[src/pll_csr_pkg.sv]
////////////////////////////////////////////////////////////////////////////
// Soft CSR definitions
// Register offsets, status and control bit positions, register types
////////////////////////////////////////////////////////////////////////////

package pll_csr_pkg;

  localparam int unsigned CSR_OFFSET_BITS = 9;
  localparam int unsigned CSR_BYTE_BITS   = 8;

  typedef logic [CSR_OFFSET_BITS-1:0] csr_offset_t;
  typedef logic [CSR_BYTE_BITS-1:0]   csr_byte_t;

  // Register offsets inside the CSR window
  localparam csr_offset_t CSR_STATUS_OFFSET = 9'h000;
  localparam csr_offset_t CSR_CTRL_OFFSET   = 9'h001;

  // Status register fields
  localparam int unsigned STAT_LOCKED_BIT    = 0;
  localparam int unsigned STAT_CAL_BUSY_BIT  = 1;
  localparam int unsigned STAT_AVMM_BUSY_BIT = 2;
  localparam int unsigned STAT_PWRDN_BIT     = 3;

  // Control register fields
  localparam int unsigned CTRL_OVR_EN_BIT  = 0;
  localparam int unsigned CTRL_OVR_VAL_BIT = 1;

endpackage

[src/rcfg_bus_pkg.sv]
////////////////////////////////////////////////////////////////////////////
// Shared reconfiguration bus definitions
// Bus and channel widths, shared address map, interface select type
// and the channel access state machine encoding
////////////////////////////////////////////////////////////////////////////

package rcfg_bus_pkg;

  // Channel interfaces behind the shared port
  localparam int unsigned NUM_CHNL = 3;

  // Address map of the shared port
  localparam int unsigned CHNL_ADDR_BITS = 10;
  localparam int unsigned IF_SEL_BITS    = 2;
  localparam int unsigned RCFG_ADDR_BITS = CHNL_ADDR_BITS + IF_SEL_BITS;

  // Data widths on the user and transceiver sides
  localparam int unsigned DATA_WIDTH      = 32;
  localparam int unsigned CHNL_DATA_WIDTH = 8;

  // Channel address bit that steers an access to the soft CSR
  localparam int unsigned CSR_SEL_BIT = 9;

  typedef logic [RCFG_ADDR_BITS-1:0]  rcfg_addr_t;
  typedef logic [CHNL_ADDR_BITS-1:0]  chnl_addr_t;
  typedef logic [IF_SEL_BITS-1:0]     if_sel_t;
  typedef logic [DATA_WIDTH-1:0]      rcfg_data_t;
  typedef logic [CHNL_DATA_WIDTH-1:0] chnl_data_t;

  // Channel access FSM
  typedef enum logic [1:0] {
    ST_IDLE   = 2'd0,
    ST_ACCESS = 2'd1,
    ST_DONE   = 2'd2
  } chnl_state_t;

endpackage
[src/pll_rcfg_bridge.sv]
////////////////////////////////////////////////////////////////////////////
// Top level of the PLL reconfiguration bridge
// Shared user port decode, channel and CSR execute, read return
////////////////////////////////////////////////////////////////////////////

`timescale 1ns/1ps

module pll_rcfg_bridge import rcfg_bus_pkg::*; (
  input  logic                       reconfig_clk,
  input  logic                       rst,
  input  logic                       reconfig_read,
  input  logic                       reconfig_write,
  input  rcfg_addr_t                 reconfig_address,
  input  rcfg_data_t                 reconfig_writedata,
  output rcfg_data_t                 reconfig_readdata,
  output logic                       reconfig_waitrequest,
  output logic       [NUM_CHNL-1:0]  avmm_read,
  output logic       [NUM_CHNL-1:0]  avmm_write,
  output chnl_addr_t [NUM_CHNL-1:0]  avmm_address,
  output chnl_data_t [NUM_CHNL-1:0]  avmm_writedata,
  input  chnl_data_t [NUM_CHNL-1:0]  avmm_readdata,
  input  logic       [NUM_CHNL-1:0]  avmm_waitrequest,
  input  logic                       in_pll_powerdown,
  input  logic                       in_pll_locked,
  input  logic                       in_pll_cal_busy,
  input  logic                       in_avmm_busy,
  output logic                       out_pll_powerdown
);

  // Decoded request
  logic       req_valid;
  logic       req_write;
  if_sel_t    req_sel;
  chnl_addr_t req_addr;
  chnl_data_t req_wdata;
  logic       req_csr;
  logic       req_unmapped;

  // Completions towards the result stage
  logic       chnl_done;
  chnl_data_t chnl_rdata;
  logic       csr_done;
  chnl_data_t csr_rdata;
  logic       unmapped_done;
  logic       access_end;

  rcfg_addr_decode i_rcfg_addr_decode (
    .reconfig_clk       (reconfig_clk),
    .rst                (rst),
    .reconfig_read      (reconfig_read),
    .reconfig_write     (reconfig_write),
    .reconfig_address   (reconfig_address),
    .reconfig_writedata (reconfig_writedata),
    .access_end         (access_end),
    .req_valid          (req_valid),
    .req_write          (req_write),
    .req_sel            (req_sel),
    .req_addr           (req_addr),
    .req_wdata          (req_wdata),
    .req_csr            (req_csr),
    .req_unmapped       (req_unmapped),
    .unmapped_done      (unmapped_done)
  );

  rcfg_chnl_access i_rcfg_chnl_access (
    .reconfig_clk     (reconfig_clk),
    .rst              (rst),
    .req_valid        (req_valid),
    .req_write        (req_write),
    .req_sel          (req_sel),
    .req_addr         (req_addr),
    .req_wdata        (req_wdata),
    .req_csr          (req_csr),
    .req_unmapped     (req_unmapped),
    .avmm_readdata    (avmm_readdata),
    .avmm_waitrequest (avmm_waitrequest),
    .avmm_read        (avmm_read),
    .avmm_write       (avmm_write),
    .avmm_address     (avmm_address),
    .avmm_writedata   (avmm_writedata),
    .chnl_done        (chnl_done),
    .chnl_rdata       (chnl_rdata)
  );

  pll_soft_csr i_pll_soft_csr (
    .reconfig_clk      (reconfig_clk),
    .rst               (rst),
    .req_valid         (req_valid),
    .req_write         (req_write),
    .req_csr           (req_csr),
    .req_unmapped      (req_unmapped),
    .req_addr          (req_addr),
    .req_wdata         (req_wdata),
    .in_pll_powerdown  (in_pll_powerdown),
    .in_pll_locked     (in_pll_locked),
    .in_pll_cal_busy   (in_pll_cal_busy),
    .in_avmm_busy      (in_avmm_busy),
    .csr_done          (csr_done),
    .csr_rdata         (csr_rdata),
    .out_pll_powerdown (out_pll_powerdown)
  );

  rcfg_read_return i_rcfg_read_return (
    .reconfig_clk         (reconfig_clk),
    .rst                  (rst),
    .chnl_done            (chnl_done),
    .chnl_rdata           (chnl_rdata),
    .csr_done             (csr_done),
    .csr_rdata            (csr_rdata),
    .unmapped_done        (unmapped_done),
    .reconfig_readdata    (reconfig_readdata),
    .reconfig_waitrequest (reconfig_waitrequest),
    .access_end           (access_end)
  );

endmodule

[src/rcfg_read_return.sv]
////////////////////////////////////////////////////////////////////////////
// Result stage of the reconfiguration bridge
// Registers the completing byte and releases the user waitrequest
////////////////////////////////////////////////////////////////////////////

`timescale 1ns/1ps

module rcfg_read_return
  import rcfg_bus_pkg::*;
  import pll_csr_pkg::*;
(
  input  logic       reconfig_clk,
  input  logic       rst,
  input  logic       chnl_done,
  input  chnl_data_t chnl_rdata,
  input  logic       csr_done,
  input  csr_byte_t  csr_rdata,
  input  logic       unmapped_done,
  output rcfg_data_t reconfig_readdata,
  output logic       reconfig_waitrequest,
  output logic       access_end
);

  logic       done_q;
  chnl_data_t rdata_q;
  chnl_data_t rdata_sel;

  // Unmapped selects read back as zero
  always_comb begin
    if (chnl_done) begin
      rdata_sel = chnl_rdata;
    end else if (csr_done) begin
      rdata_sel = csr_rdata;
    end else begin
      rdata_sel = '0;
    end
  end

  always_ff @(posedge reconfig_clk) begin
    if (rst) begin
      done_q <= 1'b0;
    end else begin
      done_q <= chnl_done | csr_done | unmapped_done;
    end
  end

  always_ff @(posedge reconfig_clk) begin
    rdata_q <= rdata_sel;
  end

  assign reconfig_readdata    = rcfg_data_t'(rdata_q);
  // Waitrequest drops for exactly the completion cycle
  assign reconfig_waitrequest = ~done_q;
  assign access_end           = done_q;

endmodule

[src/pll_soft_csr.sv]
////////////////////////////////////////////////////////////////////////////
// Soft CSR of the PLL
// Synchronized status readback, control register and the
// powerdown override
////////////////////////////////////////////////////////////////////////////

`timescale 1ns/1ps

module pll_soft_csr
  import rcfg_bus_pkg::*;
  import pll_csr_pkg::*;
(
  input  logic       reconfig_clk,
  input  logic       rst,
  input  logic       req_valid,
  input  logic       req_write,
  input  logic       req_csr,
  input  logic       req_unmapped,
  input  chnl_addr_t req_addr,
  input  chnl_data_t req_wdata,
  input  logic       in_pll_powerdown,
  input  logic       in_pll_locked,
  input  logic       in_pll_cal_busy,
  input  logic       in_avmm_busy,
  output logic       csr_done,
  output csr_byte_t  csr_rdata,
  output logic       out_pll_powerdown
);

  logic [3:0]  stat_meta;
  logic [3:0]  stat_sync;
  csr_byte_t   status;
  csr_byte_t   ctrl_q;
  csr_offset_t offset;
  logic        hit;

  assign hit    = req_valid & req_csr & ~req_unmapped;
  assign offset = req_addr[CSR_OFFSET_BITS-1:0];

  // Two-flop synchronizer for the asynchronous status inputs
  always_ff @(posedge reconfig_clk) begin
    stat_meta <= {in_pll_powerdown, in_avmm_busy, in_pll_cal_busy, in_pll_locked};
    stat_sync <= stat_meta;
  end

  always_comb begin
    status                     = '0;
    status[STAT_LOCKED_BIT]    = stat_sync[0];
    status[STAT_CAL_BUSY_BIT]  = stat_sync[1];
    status[STAT_AVMM_BUSY_BIT] = stat_sync[2];
    status[STAT_PWRDN_BIT]     = stat_sync[3];
  end

  always_ff @(posedge reconfig_clk) begin
    if (rst) begin
      ctrl_q   <= '0;
      csr_done <= 1'b0;
    end else begin
      csr_done <= hit;
      // Writes elsewhere in the window are dropped
      if (hit && req_write && offset == CSR_CTRL_OFFSET) begin
        ctrl_q[CTRL_OVR_EN_BIT]  <= req_wdata[CTRL_OVR_EN_BIT];
        ctrl_q[CTRL_OVR_VAL_BIT] <= req_wdata[CTRL_OVR_VAL_BIT];
      end
    end
  end

  always_ff @(posedge reconfig_clk) begin
    if (hit) begin
      case (offset)
        CSR_STATUS_OFFSET: csr_rdata <= status;
        CSR_CTRL_OFFSET:   csr_rdata <= ctrl_q;
        default:           csr_rdata <= '0;
      endcase
    end
  end

  // Override replaces the core's powerdown request
  assign out_pll_powerdown = ctrl_q[CTRL_OVR_EN_BIT] ? ctrl_q[CTRL_OVR_VAL_BIT]
                                                     : in_pll_powerdown;

endmodule

[src/rcfg_chnl_access.sv]
////////////////////////////////////////////////////////////////////////////
// Execute stage towards the transceiver channels
// Drives the selected channel's 8-bit port, holds it through
// waitrequest and returns the captured read byte
////////////////////////////////////////////////////////////////////////////

`timescale 1ns/1ps

module rcfg_chnl_access import rcfg_bus_pkg::*; (
  input  logic                       reconfig_clk,
  input  logic                       rst,
  input  logic                       req_valid,
  input  logic                       req_write,
  input  if_sel_t                    req_sel,
  input  chnl_addr_t                 req_addr,
  input  chnl_data_t                 req_wdata,
  input  logic                       req_csr,
  input  logic                       req_unmapped,
  input  chnl_data_t [NUM_CHNL-1:0]  avmm_readdata,
  input  logic       [NUM_CHNL-1:0]  avmm_waitrequest,
  output logic       [NUM_CHNL-1:0]  avmm_read,
  output logic       [NUM_CHNL-1:0]  avmm_write,
  output chnl_addr_t [NUM_CHNL-1:0]  avmm_address,
  output chnl_data_t [NUM_CHNL-1:0]  avmm_writedata,
  output logic                       chnl_done,
  output chnl_data_t                 chnl_rdata
);

  chnl_state_t state_q;
  if_sel_t     sel_q;
  chnl_addr_t  addr_q;
  chnl_data_t  wdata_q;
  logic        start;
  logic        accepted;

  // Only accesses that reach a real channel port
  assign start    = req_valid & ~req_csr & ~req_unmapped;
  assign accepted = (state_q == ST_ACCESS) & ~avmm_waitrequest[sel_q];

  always_ff @(posedge reconfig_clk) begin
    if (rst) begin
      state_q    <= ST_IDLE;
      avmm_read  <= '0;
      avmm_write <= '0;
      chnl_done  <= 1'b0;
    end else begin
      // Extra stage so the result lands in step with the CSR path
      chnl_done <= (state_q == ST_DONE);
      case (state_q)
        ST_IDLE: begin
          if (start) begin
            avmm_read[req_sel]  <= ~req_write;
            avmm_write[req_sel] <= req_write;
            state_q             <= ST_ACCESS;
          end
        end
        ST_ACCESS: begin
          // Strobes stay up until the channel stops waiting
          if (accepted) begin
            avmm_read  <= '0;
            avmm_write <= '0;
            state_q    <= ST_DONE;
          end
        end
        ST_DONE: begin
          state_q <= ST_IDLE;
        end
        default: begin
          state_q <= ST_IDLE;
        end
      endcase
    end
  end

  // Access fields and returned byte
  always_ff @(posedge reconfig_clk) begin
    if (start && state_q == ST_IDLE) begin
      sel_q   <= req_sel;
      addr_q  <= req_addr;
      wdata_q <= req_wdata;
    end
    if (accepted) begin
      chnl_rdata <= avmm_readdata[sel_q];
    end
  end

  // Address and data go to every channel, the strobes pick one
  always_comb begin
    for (int i = 0; i < NUM_CHNL; i++) begin
      avmm_address[i]   = addr_q;
      avmm_writedata[i] = wdata_q;
    end
  end

endmodule

[src/rcfg_addr_decode.sv]
////////////////////////////////////////////////////////////////////////////
// Decode stage of the reconfiguration bridge
// Captures one user request at a time and splits the shared address
// into channel index, channel address, CSR hit and unmapped flags
////////////////////////////////////////////////////////////////////////////

`timescale 1ns/1ps

module rcfg_addr_decode import rcfg_bus_pkg::*; (
  input  logic       reconfig_clk,
  input  logic       rst,
  input  logic       reconfig_read,
  input  logic       reconfig_write,
  input  rcfg_addr_t reconfig_address,
  input  rcfg_data_t reconfig_writedata,
  input  logic       access_end,
  output logic       req_valid,
  output logic       req_write,
  output if_sel_t    req_sel,
  output chnl_addr_t req_addr,
  output chnl_data_t req_wdata,
  output logic       req_csr,
  output logic       req_unmapped,
  output logic       unmapped_done
);

  logic    busy_q;
  logic    start;
  if_sel_t addr_sel;

  // A held request starts only once until the result stage frees us
  assign start    = (reconfig_read | reconfig_write) & ~busy_q;
  assign addr_sel = reconfig_address[RCFG_ADDR_BITS-1 -: IF_SEL_BITS];

  always_ff @(posedge reconfig_clk) begin
    if (rst) begin
      busy_q        <= 1'b0;
      req_valid     <= 1'b0;
      unmapped_done <= 1'b0;
    end else begin
      req_valid     <= start;
      // Nothing to execute for an unmapped select, finish next cycle
      unmapped_done <= req_valid & req_unmapped;
      if (start) begin
        busy_q <= 1'b1;
      end else if (access_end) begin
        busy_q <= 1'b0;
      end
    end
  end

  // Request fields
  always_ff @(posedge reconfig_clk) begin
    if (start) begin
      req_write    <= reconfig_write;
      req_sel      <= addr_sel;
      req_addr     <= reconfig_address[CHNL_ADDR_BITS-1:0];
      req_wdata    <= reconfig_writedata[CHNL_DATA_WIDTH-1:0];
      req_csr      <= reconfig_address[CSR_SEL_BIT];
      req_unmapped <= (addr_sel >= if_sel_t'(NUM_CHNL));
    end
  end

endmodule

[config.mk]
export PLATFORM = sky130hd
export DESIGN_NAME = pll_rcfg_bridge
export DESIGN_NICKNAME = d
export VERILOG_FILES = /design/src/pll_csr_pkg.sv /design/src/rcfg_bus_pkg.sv /design/src/pll_rcfg_bridge.sv /design/src/rcfg_read_return.sv /design/src/pll_soft_csr.sv /design/src/rcfg_chnl_access.sv /design/src/rcfg_addr_decode.sv
export SDC_FILE = /design/constraint.sdc
export NUM_CORES = 1
export LEC_CHECK = 0
export ABC_CLOCK_PERIOD_IN_PS = 2980
export BUFFER_PORTS_ARGS = -buffer_cell sky130_fd_sc_hd__clkbuf_2
export CAP_MARGIN = 20
export CORE_MARGIN = 10
export CORE_UTILIZATION = 45
export DETAILED_ROUTE_END_ITERATION = 10
export PLACE_DENSITY = 0.79
export SYNTH_ARGS = -nofsm -noshare
export SYNTH_HDL_FRONTEND = slang
export SYNTH_SLANG_ARGS = --single-unit
[constraint.sdc]
create_clock -name reconfig_clk -period 2.98 [get_ports reconfig_clk]
set_input_delay 0.149 -clock reconfig_clk [delete_from_list [all_inputs] [get_ports reconfig_clk]]
set_output_delay 0.149 -clock reconfig_clk [all_outputs]
set_load 0.02 [all_outputs]
==> reports/metrics.yaml <==
outcome:
  outcome: "finished, final reports clean"
logic_synthesis:
  netlist_instances: 261
  yosys_warnings: 0
  synth_area_per_cell_um2: 13.06
  synth-edff-count: 54
  synth.distinct_cells: 34
  netlist_area_mm2: 0.003410
  yosysSeqAreaShare: 0.6635
  ys.flop_type: "edfxtp_1"
  yosys_register_bits: 86
  ys_async_sr_fraction: 0
final_layout:
  n_antenna_cell: 0
  final_common_cell: "clkbuf_2"
  syn_to_final_growth_pct: 24.77
  final_layout_size_suffix_gt1_frac: 0.3854
  final_util: 0.5834
  final_cells: 483
  num-nets-final: 458
  stdcell_area_mm2: 0.004254
  n_fill_cell: 622
  layout_common_cells: "clkbuf_2, edfxtp_1, dfxtp_1, dlygate4sd3_1, conb_1"
setup_path:
  slowest_stage: "edfxtp_1"
  r2r_slack_ns: 0.93
  cp-start-kind: "flop"
  regToRegEndpoint: "i_rcfg_chnl_access.chnl_rdata[1]"
  crit_path_cell_trace: "mux2i_1 > o211ai_2 > nor2_1"
  cpPeakStageDelay_ns: 0.69
  worst_setup_path_end_kind: "flop"
  cp_max_fo: 11
  critPathKind: "reg -> reg"
  rr_startpoint: "i_rcfg_chnl_access.sel_q[1]"
  required_ns: 2.96
  cp.buffers_inverters: 0
  cp_data_arrival_time_ns: 2.03
  reg2reg_depth: 3
  cp_top_family: "flip-flops"
pwr:
  total_power_mw: 2.467
  power_leakage_nw: 1.854
  power.density_mw_per_mm2: 579.8
  vdd_drop_max_v: 0.0003972
floorplan:
  initial_utilization: 0.4676
  row_count: 31
  coreArea_mm2: 0.007292
  die_w_um: 107.0
  die_h_um: 107.0
  die_area_mm2: 0.01146
  boundaryPins: 173
timing:
  hold_viol: 0
  whs_ns: 0.08025
  rsz0062_at_grt: "false"
  worst_clock_skew_ns: 0.007324
  period_needed_ns: 2.050
  period_share: 0.6880
  setup-tns-final_ns: 0
  maxSlewViolCount: 0
  tightest_slew_ns: 0.8359
  slew_headroom: 0.4421
  max_freq_ghz: 0.4877
  fin_ws_ns: 0.9297
  report.final.setup_viol: 0
global_routing:
  globalRouteTotalUtil: 0.1213
  gr-total-overflow: 0
  first_global_vias: 2193
  grt_pass1_wl_mm: 11.01
  antenna_found_initial: 0
  grt_max_degree: 23
clock_tree:
  cts_tree: "built"
  cts_buffer_depth: 2
  numCtsBuffers: 9
  root_buffer: "clkbuf_8"
  clkSinkCount: 86
  insertion_delay_ns: 0.34
  cts.clk_slew.worst_paths_ns: 0.08
  htree_levels: 3
routing:
  drt-initial-drc-count: 84
  via_count: 2107
  drt-pass1-iter-count: 4
  antenna_left: 0
  drt-vias-per-instance: 4.362
  drcViolationCount: 0
  avgRoutedWirePerCell_um: 14.73
  drt-total-wl_mm: 7.115
place:
  portBuffers: 124
  dp_hpwl_mm: 5.550
  pre_cts_slack_ns: 0.9422
  placed_area_mm2: 0.003776
  gp_congestion: 0.8161
  place_inst: 442
min_path:
  hold_class: "in -> reg"
  hold_depth: 3
  hold_end: "i_rcfg_chnl_access.chnl_rdata[7]"
  min_from: "avmm_readdata[15]"
run:
  cap_violations: 0
-- flip-flops by register name, indices dropped and copies added (netlist names), 4 cells and up --
signal,flops
i_rcfg_chnl_access.chnl_rdata,8
i_rcfg_addr_decode.req_wdata,8
i_rcfg_chnl_access.wdata_q,8
i_pll_soft_csr.csr_rdata,4
i_pll_soft_csr.stat_sync,4
i_pll_soft_csr.stat_meta,4
i_rcfg_addr_decode.req_addr,10
i_rcfg_chnl_access.addr_q,10
i_rcfg_read_return.rdata_q,8
-- worst min-delay path: stages --
cell and delay (ns):
clkbuf_2 0.07, nand2_1 0.03, o21ai_0 0.05
-- report_power, final --
group | leakage [nW] | total [mW] | internal (mW) | switching (mW)
combinational | 0.970 | 0.214 | 0.0853 | 0.128
clock | 0.114 | 0.892 | 0.482 | 0.410
sequential | 0.771 | 1.36 | 1.33 | 0.0336
total | 1.85 | 2.47 | 1.89 | 0.572
-- per-layer routing --
layer,track usage,vias to the layer above,part of all wire
met5,0,-,0
met4,0.05609,0,0.019
met3,0.05629,10,0.084
met2,0.2199,79,0.55
met1,0.1129,960,0.35
li1,-,1058,-
-- cells in the mapped netlist, types with 2 or more instances --
cell type / count / area (um2)
a21oi_1: 6 / 30.03
o22ai_1: 2 / 12.51
inv_1: 7 / 26.28
nand3b_1: 2 / 15.01
nor2b_1: 5 / 31.28
nor2_1: 13 / 48.80
nor4_1: 2 / 12.51
and2_1: 8 / 50.05
nand3_1: 2 / 10.01
edfxtp_1: 54 / 1622
nor3_1: 2 / 10.01
dfxtp_1: 32 / 640.6
o21ai_0: 10 / 50.05
mux2i_1: 13 / 130.1
clkbuf_1: 5 / 18.77
buf_4: 61 / 457.9
a22o_1: 2 / 17.52
nand2_1: 18 / 67.56
o32ai_1: 2 / 17.52
-- cell type report --
cell class | count | area (um2) | share of cell area
clock buffers | 9 | 123.9 | 0.02912
clock inverters | 7 | 103.9 | 0.02441
inverters | 7 | 26.28 | 0.006176
multi-input cells | 125 | 735.7 | 0.1729
flip-flops and latches | 86 | 2262 | 0.5318
well taps | 99 | 123.9 | 0.02912
repair buffers | 150 | 878.3 | 0.2065
-- logic make-up (layout without fill, tap and decap cells) --
logic type             count (synthesis)  count (layout)  share of synthesized area
flip-flops                            86              86                     0.6635
other                                  1              24                   0.001100
AND/OR/NAND/NOR                       61              61                    0.09762
AO/OA/AOI/OAI                         26              26                    0.04881
multiplexers                          14              14                    0.04147
buffers and inverters                 73             173                     0.1475
-- worst max path at each step --
stage / from / to / slack, ns / depth (start not counted)
floorplan: i_rcfg_addr_decode.req_unmapped / i_rcfg_chnl_access.addr_q[0] / 0.30 / 2
global placement: i_rcfg_chnl_access.sel_q[1] / i_rcfg_chnl_access.chnl_rdata[6] / 1.02 / 3
detailed placement: i_rcfg_chnl_access.sel_q[1] / i_rcfg_chnl_access.chnl_rdata[2] / 0.94 / 3
CTS: i_rcfg_chnl_access.sel_q[1] / i_rcfg_chnl_access.chnl_rdata[1] / 0.93 / 3
global route: i_rcfg_chnl_access.sel_q[1] / i_rcfg_chnl_access.chnl_rdata[5] / 0.79 / 3
finish: i_rcfg_chnl_access.sel_q[1] / i_rcfg_chnl_access.chnl_rdata[1] / 0.93 / 3
-- what timing repair did --
action | in CTS | in global routing
hold endpoints to repair | 25 | 0
gates resized for setup | 0 | 0
hold buffers | 25 | 0
buffers inserted | 0 | 0
Note: power is estimated with default switching activity, not from simulation.
